File: config.mk
export PLATFORM = sky130hd
export DESIGN_NAME = pipeCtrlTop
export DESIGN_NICKNAME = d
export VERILOG_FILES = /design/src/pipePkg.sv /design/src/hazardUnit.sv /design/src/memBusArbiter.sv /design/src/pipeCtrlTop.sv /design/src/stageTracker.sv
export SDC_FILE = /design/constraint.sdc
export NUM_CORES = 1
export LEC_CHECK = 0
export BUFFER_PORTS_ARGS = -buffer_cell sky130_fd_sc_hd__buf_4
export CAP_MARGIN = 20
export CORE_ASPECT_RATIO = 0.6
export CORE_MARGIN = 5
export CORE_UTILIZATION = 57
export CTS_CLUSTER_SIZE = 24
export DETAILED_ROUTE_END_ITERATION = 16
export PLACE_DENSITY = 0.89
export SYNTH_ARGS = -nofsm -noshare
export SYNTH_HDL_FRONTEND = slang
export SYNTH_SLANG_ARGS = --single-unit
File: constraint.sdc
create_clock -name clk -period 2.99 [get_ports clk]
set_clock_uncertainty 0.15 [all_clocks]
set_input_delay 0.299 -clock clk [delete_from_list [all_inputs] [get_ports clk]]
set_output_delay 0.299 -clock clk [all_outputs]
set_load 0.005 [all_outputs]
File: src/pipePkg.sv
`default_nettype none

package pipePkg;

    typedef logic [4:0] regIdxT;   // architectural register number.

    // 0 is the register file, 1..4 master W/M2/M/E, 5..8 slave W/M2/M/E.
    typedef logic [3:0] fwdSelT;

    typedef struct packed {
        logic   regWrite;
        regIdxT writeReg;
        logic   memRead;
        logic   isMfc0;
        logic   hiloToReg;   // mfhi/mflo reads the hilo pair.
        logic   divMulEn;
    } ctrlSign;

    // one bit per pipeline point, shared by the stall and flush buses.
    typedef struct packed {
        logic fetch;
        logic fetch2;
        logic masterD;
        logic slaveD;
        logic exe;
        logic mem;
        logic mem2;
        logic masterWb;
        logic slaveWb;
    } stageVec;

    typedef struct packed {
        ctrlSign master;
        ctrlSign slave;
    } laneRecs;

    typedef enum logic [1:0] {
        idle,
        serveInstr,
        serveData
    } arbState;

endpackage

`default_nettype wire

File: src/hazardUnit.sv
`timescale 1ns/1ps
`default_nettype none

module hazardUnit (
    input  pipePkg::ctrlSign decMasterD,
    input  pipePkg::ctrlSign decSlaveD,
    input  pipePkg::regIdxT  rsMasterD,
    input  pipePkg::regIdxT  rtMasterD,
    input  pipePkg::regIdxT  rsSlaveD,
    input  pipePkg::regIdxT  rtSlaveD,
    input  logic             jumpMasterD,
    input  logic             jumpSlaveD,
    input  logic             branchMasterD,
    input  logic             branchSlaveD,
    input  logic             predTakeD,
    input  logic             masterOnlyOneD,
    input  logic             slaveOnlyOneD,
    input  pipePkg::laneRecs recE,
    input  pipePkg::laneRecs recM,
    input  pipePkg::laneRecs recM2,
    input  pipePkg::laneRecs recW,
    input  logic             iCacheStall,
    input  logic             dCacheStall,
    input  logic             predFailMasterE,
    input  logic             predFailSlaveE,
    input  logic             excMasterM,
    input  logic             excSlaveM,
    input  logic             aluStallE,
    input  logic             loadStoreBlank,
    output pipePkg::fwdSelT  fwdMasterRs,
    output pipePkg::fwdSelT  fwdMasterRt,
    output pipePkg::fwdSelT  fwdSlaveRs,
    output pipePkg::fwdSelT  fwdSlaveRt,
    output pipePkg::stageVec stall,
    output pipePkg::stageVec flush,
    output logic             icacheCtl
);
    import pipePkg::*;

    ctrlSign cand [1:8];
    logic loadUse;
    logic onlyOne;
    logic cacheStall;
    logic longStall;
    logic excFlush;
    logic predFail;
    logic mulDivConflict;
    logic redirMaster;
    logic redirSlave;

    // higher code wins, so the last hit in ascending order is kept.
    function automatic fwdSelT pickSrc(input regIdxT src, input ctrlSign recs [1:8]);
        fwdSelT sel;
        sel = '0;
        if (src != '0) begin
            for (int i = 1; i <= 8; i++) begin
                if (recs[i].regWrite && recs[i].writeReg == src) begin
                    sel = fwdSelT'(i);
                end
            end
        end
        return sel;
    endfunction

    assign cand = '{recW.master, recM2.master, recM.master, recE.master,
                    recW.slave, recM2.slave, recM.slave, recE.slave};

    assign fwdMasterRs = pickSrc(rsMasterD, cand);
    assign fwdMasterRt = pickSrc(rtMasterD, cand);
    assign fwdSlaveRs = pickSrc(rsSlaveD, cand);
    assign fwdSlaveRt = pickSrc(rtSlaveD, cand);

    // load or mfc0 result not ready yet.
    assign loadUse = ((fwdMasterRs == 4'd4 || fwdMasterRt == 4'd4)
                      && (recE.master.memRead || recE.master.isMfc0))
                  || ((fwdMasterRs == 4'd3 || fwdMasterRt == 4'd3) && recM.master.memRead);

    // slave can't issue alongside the master.
    assign onlyOne = masterOnlyOneD || slaveOnlyOneD
                  || (decMasterD.regWrite && (rsSlaveD == decMasterD.writeReg
                                              || rtSlaveD == decMasterD.writeReg))
                  || (decSlaveD.hiloToReg && decMasterD.divMulEn);

    assign mulDivConflict = decMasterD.divMulEn && decSlaveD.divMulEn;
    assign cacheStall = iCacheStall || dCacheStall;
    assign longStall = cacheStall || aluStallE;
    assign excFlush = excMasterM || excSlaveM;
    assign predFail = predFailMasterE || predFailSlaveE;
    assign redirMaster = jumpMasterD || (branchMasterD && predTakeD);
    assign redirSlave = jumpSlaveD || (branchSlaveD && predTakeD);

    // instruction fetch keeps going while only the data side waits.
    assign icacheCtl = dCacheStall || aluStallE || loadUse || loadStoreBlank || onlyOne;

    always_comb begin
        stall.fetch2 = longStall || loadUse || loadStoreBlank || onlyOne;
        stall.fetch = !excFlush && stall.fetch2;   // exception redirect must fetch.
        stall.masterD = longStall || loadUse || loadStoreBlank;
        stall.slaveD = stall.masterD || onlyOne;
        stall.exe = longStall || loadStoreBlank;
        stall.mem = longStall || loadStoreBlank;
        stall.mem2 = longStall;
        stall.masterWb = longStall && !excFlush;
        stall.slaveWb = longStall && !excFlush;
    end

    always_comb begin
        flush.fetch = 1'b0;
        flush.fetch2 = excFlush || predFail || ((redirMaster || redirSlave) && !stall.fetch2);
        flush.masterD = excFlush || predFail || ((redirMaster || onlyOne) && !stall.masterD);
        flush.slaveD = excFlush || predFail || ((redirMaster || redirSlave) && !stall.slaveD);
        flush.exe = excFlush
                 || ((predFail || loadUse || onlyOne || mulDivConflict) && !stall.exe);
        flush.mem = excFlush;
        flush.mem2 = excFlush || (loadStoreBlank && !stall.mem2);
        flush.masterWb = 1'b0;
        flush.slaveWb = 1'b0;
    end

endmodule

`default_nettype wire

File: src/memBusArbiter.sv
`timescale 1ns/1ps
`default_nettype none

module memBusArbiter #(
    parameter bit DataFirst = 1'b1   // data refill wins a tie.
) (
    input  logic clk,
    input  logic rstN,
    input  logic iMissReq,
    input  logic dMissReq,
    input  logic busAck,
    output logic busReq,
    output logic busIsData,
    output logic iCacheStall,
    output logic dCacheStall
);
    import pipePkg::*;

    arbState state;
    arbState nextState;
    logic pickData;
    logic iAcked;
    logic dAcked;

    assign pickData = dMissReq && (DataFirst || !iMissReq);

    always_comb begin
        nextState = state;
        case (state)
            idle: begin
                if (pickData) begin
                    nextState = serveData;
                end else if (iMissReq) begin
                    nextState = serveInstr;
                end
            end
            serveInstr,
            serveData: begin
                if (busAck) begin
                    nextState = idle;   // back through idle before the next grant.
                end
            end
            default: nextState = idle;
        endcase
    end

    always_ff @(posedge clk or negedge rstN) begin
        if (!rstN) begin
            state <= idle;
        end else begin
            state <= nextState;
        end
    end

    // request held for the whole grant, drops after the ack edge.
    assign busReq = (state != idle);
    assign busIsData = (state == serveData);

    assign iAcked = (state == serveInstr) && busAck;
    assign dAcked = (state == serveData) && busAck;

    // the side not being acknowledged keeps waiting.
    assign iCacheStall = iMissReq && !iAcked;
    assign dCacheStall = dMissReq && !dAcked;

endmodule

`default_nettype wire

File: src/pipeCtrlTop.sv
`timescale 1ns/1ps
`default_nettype none

module pipeCtrlTop #(
    parameter bit DataFirst = 1'b1
) (
    input  logic             clk,
    input  logic             rstN,
    input  pipePkg::ctrlSign decMasterD,
    input  pipePkg::ctrlSign decSlaveD,
    input  pipePkg::regIdxT  rsMasterD,
    input  pipePkg::regIdxT  rtMasterD,
    input  pipePkg::regIdxT  rsSlaveD,
    input  pipePkg::regIdxT  rtSlaveD,
    input  logic             jumpMasterD,
    input  logic             jumpSlaveD,
    input  logic             branchMasterD,
    input  logic             branchSlaveD,
    input  logic             predTakeD,
    input  logic             masterOnlyOneD,
    input  logic             slaveOnlyOneD,
    input  logic             loadStoreBlank,
    input  logic             predFailMasterE,
    input  logic             predFailSlaveE,
    input  logic             aluStallE,
    input  logic             excMasterM,
    input  logic             excSlaveM,
    input  logic             iMissReq,
    input  logic             dMissReq,
    input  logic             busAck,
    output pipePkg::stageVec stall,
    output pipePkg::stageVec flush,
    output pipePkg::fwdSelT  fwdMasterRs,
    output pipePkg::fwdSelT  fwdMasterRt,
    output pipePkg::fwdSelT  fwdSlaveRs,
    output pipePkg::fwdSelT  fwdSlaveRt,
    output logic             busReq,
    output logic             busIsData,
    output logic             icacheCtl
);
    import pipePkg::*;

    laneRecs recE;
    laneRecs recM;
    laneRecs recM2;
    laneRecs recW;
    logic iCacheStall;
    logic dCacheStall;

    stageTracker stageTracker_i (
        .clk        (clk),
        .rstN       (rstN),
        .decMasterD (decMasterD),
        .decSlaveD  (decSlaveD),
        .stall      (stall),
        .flush      (flush),
        .recE       (recE),
        .recM       (recM),
        .recM2      (recM2),
        .recW       (recW)
    );

    hazardUnit hazardUnit_i (
        .decMasterD      (decMasterD),
        .decSlaveD       (decSlaveD),
        .rsMasterD       (rsMasterD),
        .rtMasterD       (rtMasterD),
        .rsSlaveD        (rsSlaveD),
        .rtSlaveD        (rtSlaveD),
        .jumpMasterD     (jumpMasterD),
        .jumpSlaveD      (jumpSlaveD),
        .branchMasterD   (branchMasterD),
        .branchSlaveD    (branchSlaveD),
        .predTakeD       (predTakeD),
        .masterOnlyOneD  (masterOnlyOneD),
        .slaveOnlyOneD   (slaveOnlyOneD),
        .recE            (recE),
        .recM            (recM),
        .recM2           (recM2),
        .recW            (recW),
        .iCacheStall     (iCacheStall),
        .dCacheStall     (dCacheStall),
        .predFailMasterE (predFailMasterE),
        .predFailSlaveE  (predFailSlaveE),
        .excMasterM      (excMasterM),
        .excSlaveM       (excSlaveM),
        .aluStallE       (aluStallE),
        .loadStoreBlank  (loadStoreBlank),
        .fwdMasterRs     (fwdMasterRs),
        .fwdMasterRt     (fwdMasterRt),
        .fwdSlaveRs      (fwdSlaveRs),
        .fwdSlaveRt      (fwdSlaveRt),
        .stall           (stall),
        .flush           (flush),
        .icacheCtl       (icacheCtl)
    );

    memBusArbiter #(
        .DataFirst (DataFirst)
    ) memBusArbiter_i (
        .clk         (clk),
        .rstN        (rstN),
        .iMissReq    (iMissReq),
        .dMissReq    (dMissReq),
        .busAck      (busAck),
        .busReq      (busReq),
        .busIsData   (busIsData),
        .iCacheStall (iCacheStall),
        .dCacheStall (dCacheStall)
    );

endmodule

`default_nettype wire

File: src/stageTracker.sv
`timescale 1ns/1ps
`default_nettype none

module stageTracker (
    input  logic             clk,
    input  logic             rstN,
    input  pipePkg::ctrlSign decMasterD,
    input  pipePkg::ctrlSign decSlaveD,
    input  pipePkg::stageVec stall,
    input  pipePkg::stageVec flush,
    output pipePkg::laneRecs recE,
    output pipePkg::laneRecs recM,
    output pipePkg::laneRecs recM2,
    output pipePkg::laneRecs recW
);
    import pipePkg::*;

    // incoming record with its side effects removed.
    function automatic ctrlSign bubble(input ctrlSign rec);
        ctrlSign b;
        b = rec;
        b.regWrite = 1'b0;
        b.isMfc0 = 1'b0;
        b.memRead = 1'b0;
        return b;
    endfunction

    // next value of one lane slot, flush beats stall.
    function automatic ctrlSign step(
        input ctrlSign cur,
        input ctrlSign nxt,
        input logic    holdBit,
        input logic    flushBit
    );
        ctrlSign r;
        if (flushBit) begin
            r = bubble(nxt);
        end else if (holdBit) begin
            r = cur;
        end else begin
            r = nxt;
        end
        return r;
    endfunction

    always_ff @(posedge clk or negedge rstN) begin
        if (!rstN) begin
            recE <= '0;
            recM <= '0;
            recM2 <= '0;
            recW <= '0;
        end else begin
            recE.master <= step(recE.master, decMasterD, stall.exe, flush.exe);
            recE.slave <= step(recE.slave, decSlaveD, stall.exe, flush.exe);

            recM.master <= step(recM.master, recE.master, stall.mem, flush.mem);
            recM.slave <= step(recM.slave, recE.slave, stall.mem, flush.mem);

            recM2.master <= step(recM2.master, recM.master, stall.mem2, flush.mem2);
            recM2.slave <= step(recM2.slave, recM.slave, stall.mem2, flush.mem2);

            // writeback lanes hold independently.
            recW.master <= step(recW.master, recM2.master, stall.masterWb, flush.masterWb);
            recW.slave <= step(recW.slave, recM2.slave, stall.slaveWb, flush.slaveWb);
        end
    end

endmodule

`default_nettype wire
### Word level (Yosys, flattened, before mapping)

Cells that the tools add are included.

| cells by class | value |
|---|---|
| $add $sub $neg | 0 |
| multipliers | 0 |
| div/mod/pow operators | 0 |
| order comparisons | 0 |
| equality and inequality tests | 45 |
| shift-type cells | 0 |
| mux-type cells | 52 |
| bitwise operators | 0 |
| reduce and logical (&&, ||, !) cells | 96 |

Operators by type and width:

| operator | number |
|---|---|
| == test 5 bit | 34 |
| 2-to-1 mux 10 bit | 12 |
| logical AND 1 bit | 49 |
| 2-to-1 mux 3 bit | 16 |
| logical OR 1 bit | 32 |
| 2-to-1 mux 4 bit | 8 |
| 2-to-1 mux 2 bit | 11 |
| nonzero test 5 bit | 4 |
| == test 4 x 2 -> 1 bit, second input constant | 2 |
| == test 4 x 3 -> 1 bit, second input constant | 2 |
| inequality test 2 bit, second input constant | 4 |
| zero test 1 bit | 7 |
| 2-to-1 mux 1 bit | 4 |
| one-hot mux 2 bit (2 select lines) | 1 |
| inequality test 3 bit, second input constant | 1 |
| == test 2 x 1 -> 1 bit, second input constant | 1 |
| == test 2 bit, second input constant | 1 |
| zero test 2 bit | 1 |
| AND reduction 2 bit | 1 |
| nonzero test 2 bit | 1 |
| OR reduction 2 bit | 1 |

| word-level totals | value |
|---|---|
| register bits | 66 |
| latch bits | 0 |
| RAM bits | 0 |
| memory bits (read-only) | 0 |
| input bits | 58 |
| output and inout port bits | 37 |
| word-level logic and storage cells | 226 |
| memories kept | 0 |

### Depth between registers and ports, before layout

Gate-level depths: netlist of the first run.

| logic depth | value |
|---|---|
| depth in word-level cells | 21 |
| mapped depth | 11 |
| gate-level depth less buffers | 9 |

### Hierarchy

Synthesis of the first run repeated with hierarchy kept, for this count alone.

| unflattened totals | value |
|---|---|
| cell total of the unflattened synthesis | 574 |
| area, all modules | 6128.4 um^2 |

By module, submodules not included:

| module | times used | cells each | area an instance (um^2) | seq. area each (um^2) |
|---|---|---|---|---|
| stageTracker | 1 | 197 | 3245.6 | 2001.9 |
| hazardUnit | 1 | 359 | 2707.6 | 0.0 |
| memBusArbiter | 1 | 18 | 175.2 | 50.0 |

### Worst setup path before layout of the first run

Ideal clock, no wire load.

| timing path | value |
|---|---|
| path type | flip-flop to output port |
| from | register stageTracker_i.recE[14] (netlist name) |
| to | output port flush[7] in the netlist's numbering |
| arrival | 1943 ps |
| required time | 2541 ps |
| slack | 598 ps |
| cell stages (with the launch flop) | 10 |
| buffers on the path | 2 |
| path through | dfrtp_1 > clkbuf_1 > xor2_1 > nor4_1 > and3_2 > mux2i_1 > a22o_4 > nor2_4 > a31o_2 > buf_4 |

RTL lines:

| item | line | text |
|---|---|---|
| end: declaration | pipeCtrlTop.sv:32 | `output pipePkg::stageVec flush,` |

==> results.cfg, run 1 <==
[logic_synthesis]
yosysMostFrequentCell = nand2_1
yosysSeqAreaShare = 0.269
synth_top_cell_by_area = dfrtp_1
synth_top_area_frac = 0.269
netlist_top_cells_area = dfrtp_1 27%, xor2_1 24%, nand2_1 10%
async_flop_share = 1.00
synthDistinctLibCells = 45
ys_ff_latch = 53
synth.cells.most_frequent = 138 x nand2_1, 134 x xor2_1, 53 x dfrtp_1
syn_area_per_cell_um2 = 7.83
yosysWarnings = 0
synth-edff-count = 0
syn_area_mm2 = 0.00494
synthFlopType = dfrtp_1
netlist_instances = 630

[sta]
relSlewSlack = 0.442
fmax_mhz = 342
final.period_utilization = 0.978
finalSetupViolCount = 0
hold_violations = 0
maxSlewViolCount = 0
tightest_slew_ns = 0.836
rsz0062_at_grt = no
tns_ns = 0
fin_crit_ns = 2.92

[routing]
via_per_inst = 6.06
wl_um = 15200
postRouteAntennaNets = 0
initialDrtViolationCount = 599
num_vias = 4621
drt_pass1_iterations = 6
route.detailed.drc = 0
post_drt_wl_per_cell_um = 19.9

[setup_path]
crit_family = compound AO/OA/AOI/OAI gates
cp_slowest_cell = dfrtp_1
cp_max_fo = 6
start_kind = flop
critPathBufInv = 1
arrival_ns = 2.47
worst-path-stages = 8
worstRegToRegCells = 9
worstSetupPathType = flop to output port
end_kind = output port
cp.required_ns = 2.54
crit_chain = xor2_1, nor4_2, a31o_2, nor4_2, a22o_4, nor2_4, a31o_2, buf_4
cp_slowest_stage_delay_ns = 0.49

[cts]
cts_sinks = 53
cts.path.max_buffers = 2
cts_buffers = 5
insertion_delay_ns = 0.30
clockRootBuffer = clkbuf_16
clk_pin_slew_ns = 0.07
htree_levels = 2
cts_tree = yes
postCtsSetupBuffers = 0

[placed_design]
dp_hpwl_um = 11200
dpl.cell_count = 754
port-buffer-count = 88
place_congestion = 0.969

[die]
coreArea_mm2 = 0.00849
die_y_um = 82.1
die_area_mm2 = 0.0107
start_util = 0.581
rows = 26
fp.dieW_um = 130
io_pins = 95

[finish]
nets = 711
fin_cells = 762
drive_above_1_share = 0.195
syn_to_final_growth_pct = 11.6
antenna_cells = 0

[status]
run_status = completed

[global_routing]
grt_max_degree = 54
grt_pass1_vias = 4663
antenna_found_initial = 0
grt_use_total = 0.293
grt_pass1_wl_um = 24100
overflow = 0

[min_path]
hold_path.class = primary input to flop
hold_depth = 3

[power_and_ir_drop]
pwr_density_cell_mw_per_mm2 = 437
ir_drop_uv = 251
cellLeakagePower_nw = 2.64

[run]
drv_cap = 0
cells in the final DEF, fill, tap and decap left out, drive strengths merged, types with 5 or more instances in the layout:
cell    synthesis  routed
xnor2          36      36
nor4           32      32
nand2         138     138
o21ai          12      12
xor2          134     134
inv             8       8
a21oi          20      20
dfrtp          53      53
nor2           26      26
nand3          19      19
and3           20      20
clkbuf         41       5
mux2i           5       5
buf            39      91
logic make-up after synthesis:
group,count (synthesis),share of synthesized area
flip-flops,53,0.269
adder cells (fa/ha/maj),3,0.00761
buffers and inverters,89,0.0978
other,1,0.000760
AO/OA/AOI/OAI,50,0.0644
AND/OR/NAND/NOR,259,0.249
XOR/XNOR,170,0.302
multiplexers,5,0.0101
sequential cells by signal, indices dropped and copies added, names as in the netlist:
signal / cells
stageTracker_i.recM2: 12
stageTracker_i.recM: 13
stageTracker_i.recW: 12
stageTracker_i.recE: 14
memBusArbiter_i.state: 2
metrics by stage:
step / power [mW] / hold slack [ns] / instance area (um^2) / util / setup slack (ns)
final: 2.41 / 0.0464 / 5510 / 0.649 / 0.0672
after detailed placement: 1.74 / 0.237 / 5310 / 0.626 / 0.331
after floorplan: 1.53 / -0.147 / 4940 / - / 0.598
after CTS: 2.39 / 0.0429 / 5480 / 0.646 / 0.00259
after global routing: 2.54 / 0.0456 / 5510 / 0.649 / 0.000788
after global placement: 1.67 / 0.220 / 5310 / 0.626 / 0.415
tightest hold or removal path, cell delays in order:
cell     delay, ns
buf_4         0.08
nand2_1       0.04
nand2_1       0.05
routing by layer:
| metal | wire length, um | global-route usage | up-vias | part of all wire |
|---|---|---|---|---|
| met1 | 6180 | 0.402 | 2184 | 0.41 |
| met4 | 482 | 0.0934 | 0 | 0.032 |
| li1 | - | - | 2053 | - |
| met3 | 1930 | 0.0715 | 66 | 0.13 |
| met5 | 0 | 0 | - | 0 |
| met2 | 6570 | 0.457 | 318 | 0.43 |
where the power goes:
| group | internal (mW) | switching, mW | total, mW |
|---|---|---|---|
| clock | 0.389 | 0.260 | 0.649 |
| combinational | 0.352 | 0.400 | 0.752 |
| sequential | 0.803 | 0.202 | 1.00 |
| total | 1.54 | 0.862 | 2.41 |
area by class of cell:
cell class	count	area (um^2)
sequential	53	1330
timing repair buffer	92	693
multi-input combinational	490	3150
clock buffer	5	125
inverter	8	30.0
clock inverter	2	35.0
tap	112	140
fill	712	2980
final timing paths:
path	from	endpoint	slack [ns]
max in group asynchronous	rstN	stageTracker_i.recE[6]$_DFFE_PN0P_	1.74
min in group asynchronous	rstN	stageTracker_i.recM2[9]$_DFFE_PN0P_	0.44
worst max register to register	memBusArbiter_i.state[0]$_DFFE_PN0P_	stageTracker_i.recE[9]$_DFFE_PN0P_	0.49
worst max-delay path	stageTracker_i.recE[8]$_DFFE_PN0P_	flush[7]	0.07
worst min-delay path	decSlaveD[6]	stageTracker_i.recE[6]$_DFFE_PN0P_	0.05
worst min register to register	stageTracker_i.recE[12]$_DFFE_PN0P_	stageTracker_i.recE[12]$_DFFE_PN0P_	0.34
what timing repair did:
| action | 4_1_cts | 5_1_grt |
|---|---|---|
| endpoints found under the setup margin | 0 | 8 |
| hold buffers | 1 | 0 |
| gates resized for setup | 0 | 8 |
| hold endpoints to repair | 53 | 0 |
No activity file was read; power rests on OpenSTA's default activity.
==> run 2, diff against run 1 <==
--- a/config.mk
+++ b/config.mk
@@ -8,11 +8,11 @@
 export BUFFER_PORTS_ARGS = -buffer_cell sky130_fd_sc_hd__buf_4
 export CAP_MARGIN = 20
 export CORE_ASPECT_RATIO = 0.6
-export CORE_MARGIN = 5
-export CORE_UTILIZATION = 57
+export CORE_MARGIN = 1.5
+export CORE_UTILIZATION = 50
 export CTS_CLUSTER_SIZE = 24
 export DETAILED_ROUTE_END_ITERATION = 16
-export PLACE_DENSITY = 0.89
+export PLACE_DENSITY = 0.8
 export SYNTH_ARGS = -nofsm -noshare
 export SYNTH_HDL_FRONTEND = slang
 export SYNTH_SLANG_ARGS = --single-unit
==> run 2 against run 1 <==
Compared with the run above:
- register-to-register slack hardly changed
- largest power group unchanged
- routed wire length hardly changed
- sequential power about the same
- critical path depth unchanged
- setup slack got worse by 0.0080 ns
- critical endpoint is now flush[6]
- power up 4.4%
- critical path type unchanged
- fmax fell by 0.27%
==> results.cfg, run 2 (same netlist as run 1, synthesis figures left out) <==
[setup_path]
cp_max_fo = 6
cp_slowest_cell = dfrtp_1
rr_startpoint = memBusArbiter_i.state[0]$_DFFE_PN0P_
crit_top_cell = nor4_2
end_kind = output port
cp.required_ns = 2.54
crit_start = stageTracker_i.recE[5]$_DFFE_PN0P_
start_kind = flop
cp_slowest_stage_delay_ns = 0.49
arrival_ns = 2.48
crit_chain = xor2_1, nor4_2, a31o_2, nor4_2, a22o_4, or2_4, o21bai_2, buf_4
critPathBufInv = 1
crit_family = compound AO/OA/AOI/OAI gates
worstSetupPathType = flop to output port

[sta]
maxSlewViolCount = 0
final.period_utilization = 0.980
relSlewSlack = 0.455
finalSetupViolCount = 0
fin_crit_ns = 2.93
hold_violations = 0
tns_ns = 0
fmax_mhz = 341
rsz0062_at_grt = no
tightest_slew_ns = 0.816

[cts]
clockRootBuffer = clkbuf_16
cts_tree = yes
cts_buffers = 5
htree_levels = 2
insertion_delay_ns = 0.30
clk_pin_slew_ns = 0.07
cts_sinks = 53
cts.path.max_buffers = 2

[global_routing]
grt_pass1_wl_um = 23900
grt_use_total = 0.295
grt_max_degree = 54
grt_pass1_vias = 4366
overflow = 0
antenna_found_initial = 0

[status]
run_status = completed

[finish]
regMostFlops = stageTracker_i.recE
largestRegisters = stageTracker_i.recE x14, stageTracker_i.recM x13
layout_commonest_cell = nand2_1
largest_register_ffs = 14
antenna_cells = 0
layout_common_cells = 138 x nand2_1, 134 x xor2_1, 93 x buf_4
nets = 713
syn_to_final_growth_pct = 13.5
finish.utilization = 0.597
drive_above_1_share = 0.204
fin_cells = 783

[routing]
route.detailed.drc = 0
postRouteAntennaNets = 0
wl_um = 15200
drt_pass1_iterations = 5
num_vias = 4488
via_per_inst = 5.73
initialDrtViolationCount = 610
post_drt_wl_per_cell_um = 19.4

[die]
start_util = 0.526
coreArea_mm2 = 0.00939
io_pins = 95
rows = 27
die_area_mm2 = 0.0105
fp.dieW_um = 131
die_y_um = 80.0

[run]
drv_cap = 0

[power_and_ir_drop]
ir_drop_uv = 283
cellLeakagePower_nw = 2.68
fin_total_pwr_mw = 2.51
pwr_density_cell_mw_per_mm2 = 448

[placed_design]
place_congestion = 0.912
dp_hpwl_um = 11000
port-buffer-count = 88
dpl.cell_count = 773

[min_path]
hp-start = decSlaveD[6]
hold_path.class = primary input to flop
==> run 2: final timing paths <==
path                                                        to  slack, ns  cells after the start
min in group asynchronous  stageTracker_i.recM[19]$_DFFE_PN0P_       0.46                      2
max in group asynchronous  stageTracker_i.recM2[6]$_DFFE_PN0P_       1.73                      2
min reg2reg                stageTracker_i.recE[12]$_DFFE_PN0P_       0.38                      2
max                                                   flush[6]       0.06                      8
max reg2reg                stageTracker_i.recE[12]$_DFFE_PN0P_       0.49                      9
min                         stageTracker_i.recE[6]$_DFFE_PN0P_       0.05                      3
==> run 2: report_power, final <==
group | leakage [nW] | switching, mW | internal [mW]
sequential | 0.662 | 0.208 | 0.802
clock | 0.0938 | 0.272 | 0.479
combinational | 1.92 | 0.397 | 0.354
total | 2.68 | 0.877 | 1.64
==> run 2: routing by layer <==
layer	share of wire	wire length, um	up-vias	GRT usage
li1	-	-	2052	-
met1	0.44	6650	2136	0.416
met2	0.43	6570	259	0.461
met3	0.11	1660	41	0.0679
met4	0.019	288	0	0.0689
met5	0	0	-	0
==> run 2: tightest hold or removal path, cell delays in order <==
cell and delay [ns]:
buf_4 0.08, nand2_1 0.03, nand2_1 0.05
==> run 2: final cells by class <==
class,count,area (um^2)
Inverter,8,30.0
Timing Repair Buffer,94,708
Clock buffer,5,125
Sequential cell,53,1330
Fill cell,834,3790
Clock inverter,3,65.1
Tap cell,130,163
Multi-Input combinational cell,490,3180
==> run 2: metrics by stage <==
stage	area [um^2]	hold WS, ns	setup slack, ns
after global routing	5600	0.0550	0.00270
after detailed placement	5340	0.236	0.319
after floorplan	4940	-0.147	0.598
after CTS	5560	0.0476	0.0143
after global placement	5340	0.225	0.352
final	5600	0.0458	0.0592
==> run 2: repair_timing <==
item | 4_1_cts | 5_1_grt
hold buffers | 1 | 0
endpoints found under the setup margin | 3 | 7
resized for setup | 2 | 10
pin swaps | 0 | 2
endpoints found under the hold margin | 53 | 0
setup buffers | 0 | 1
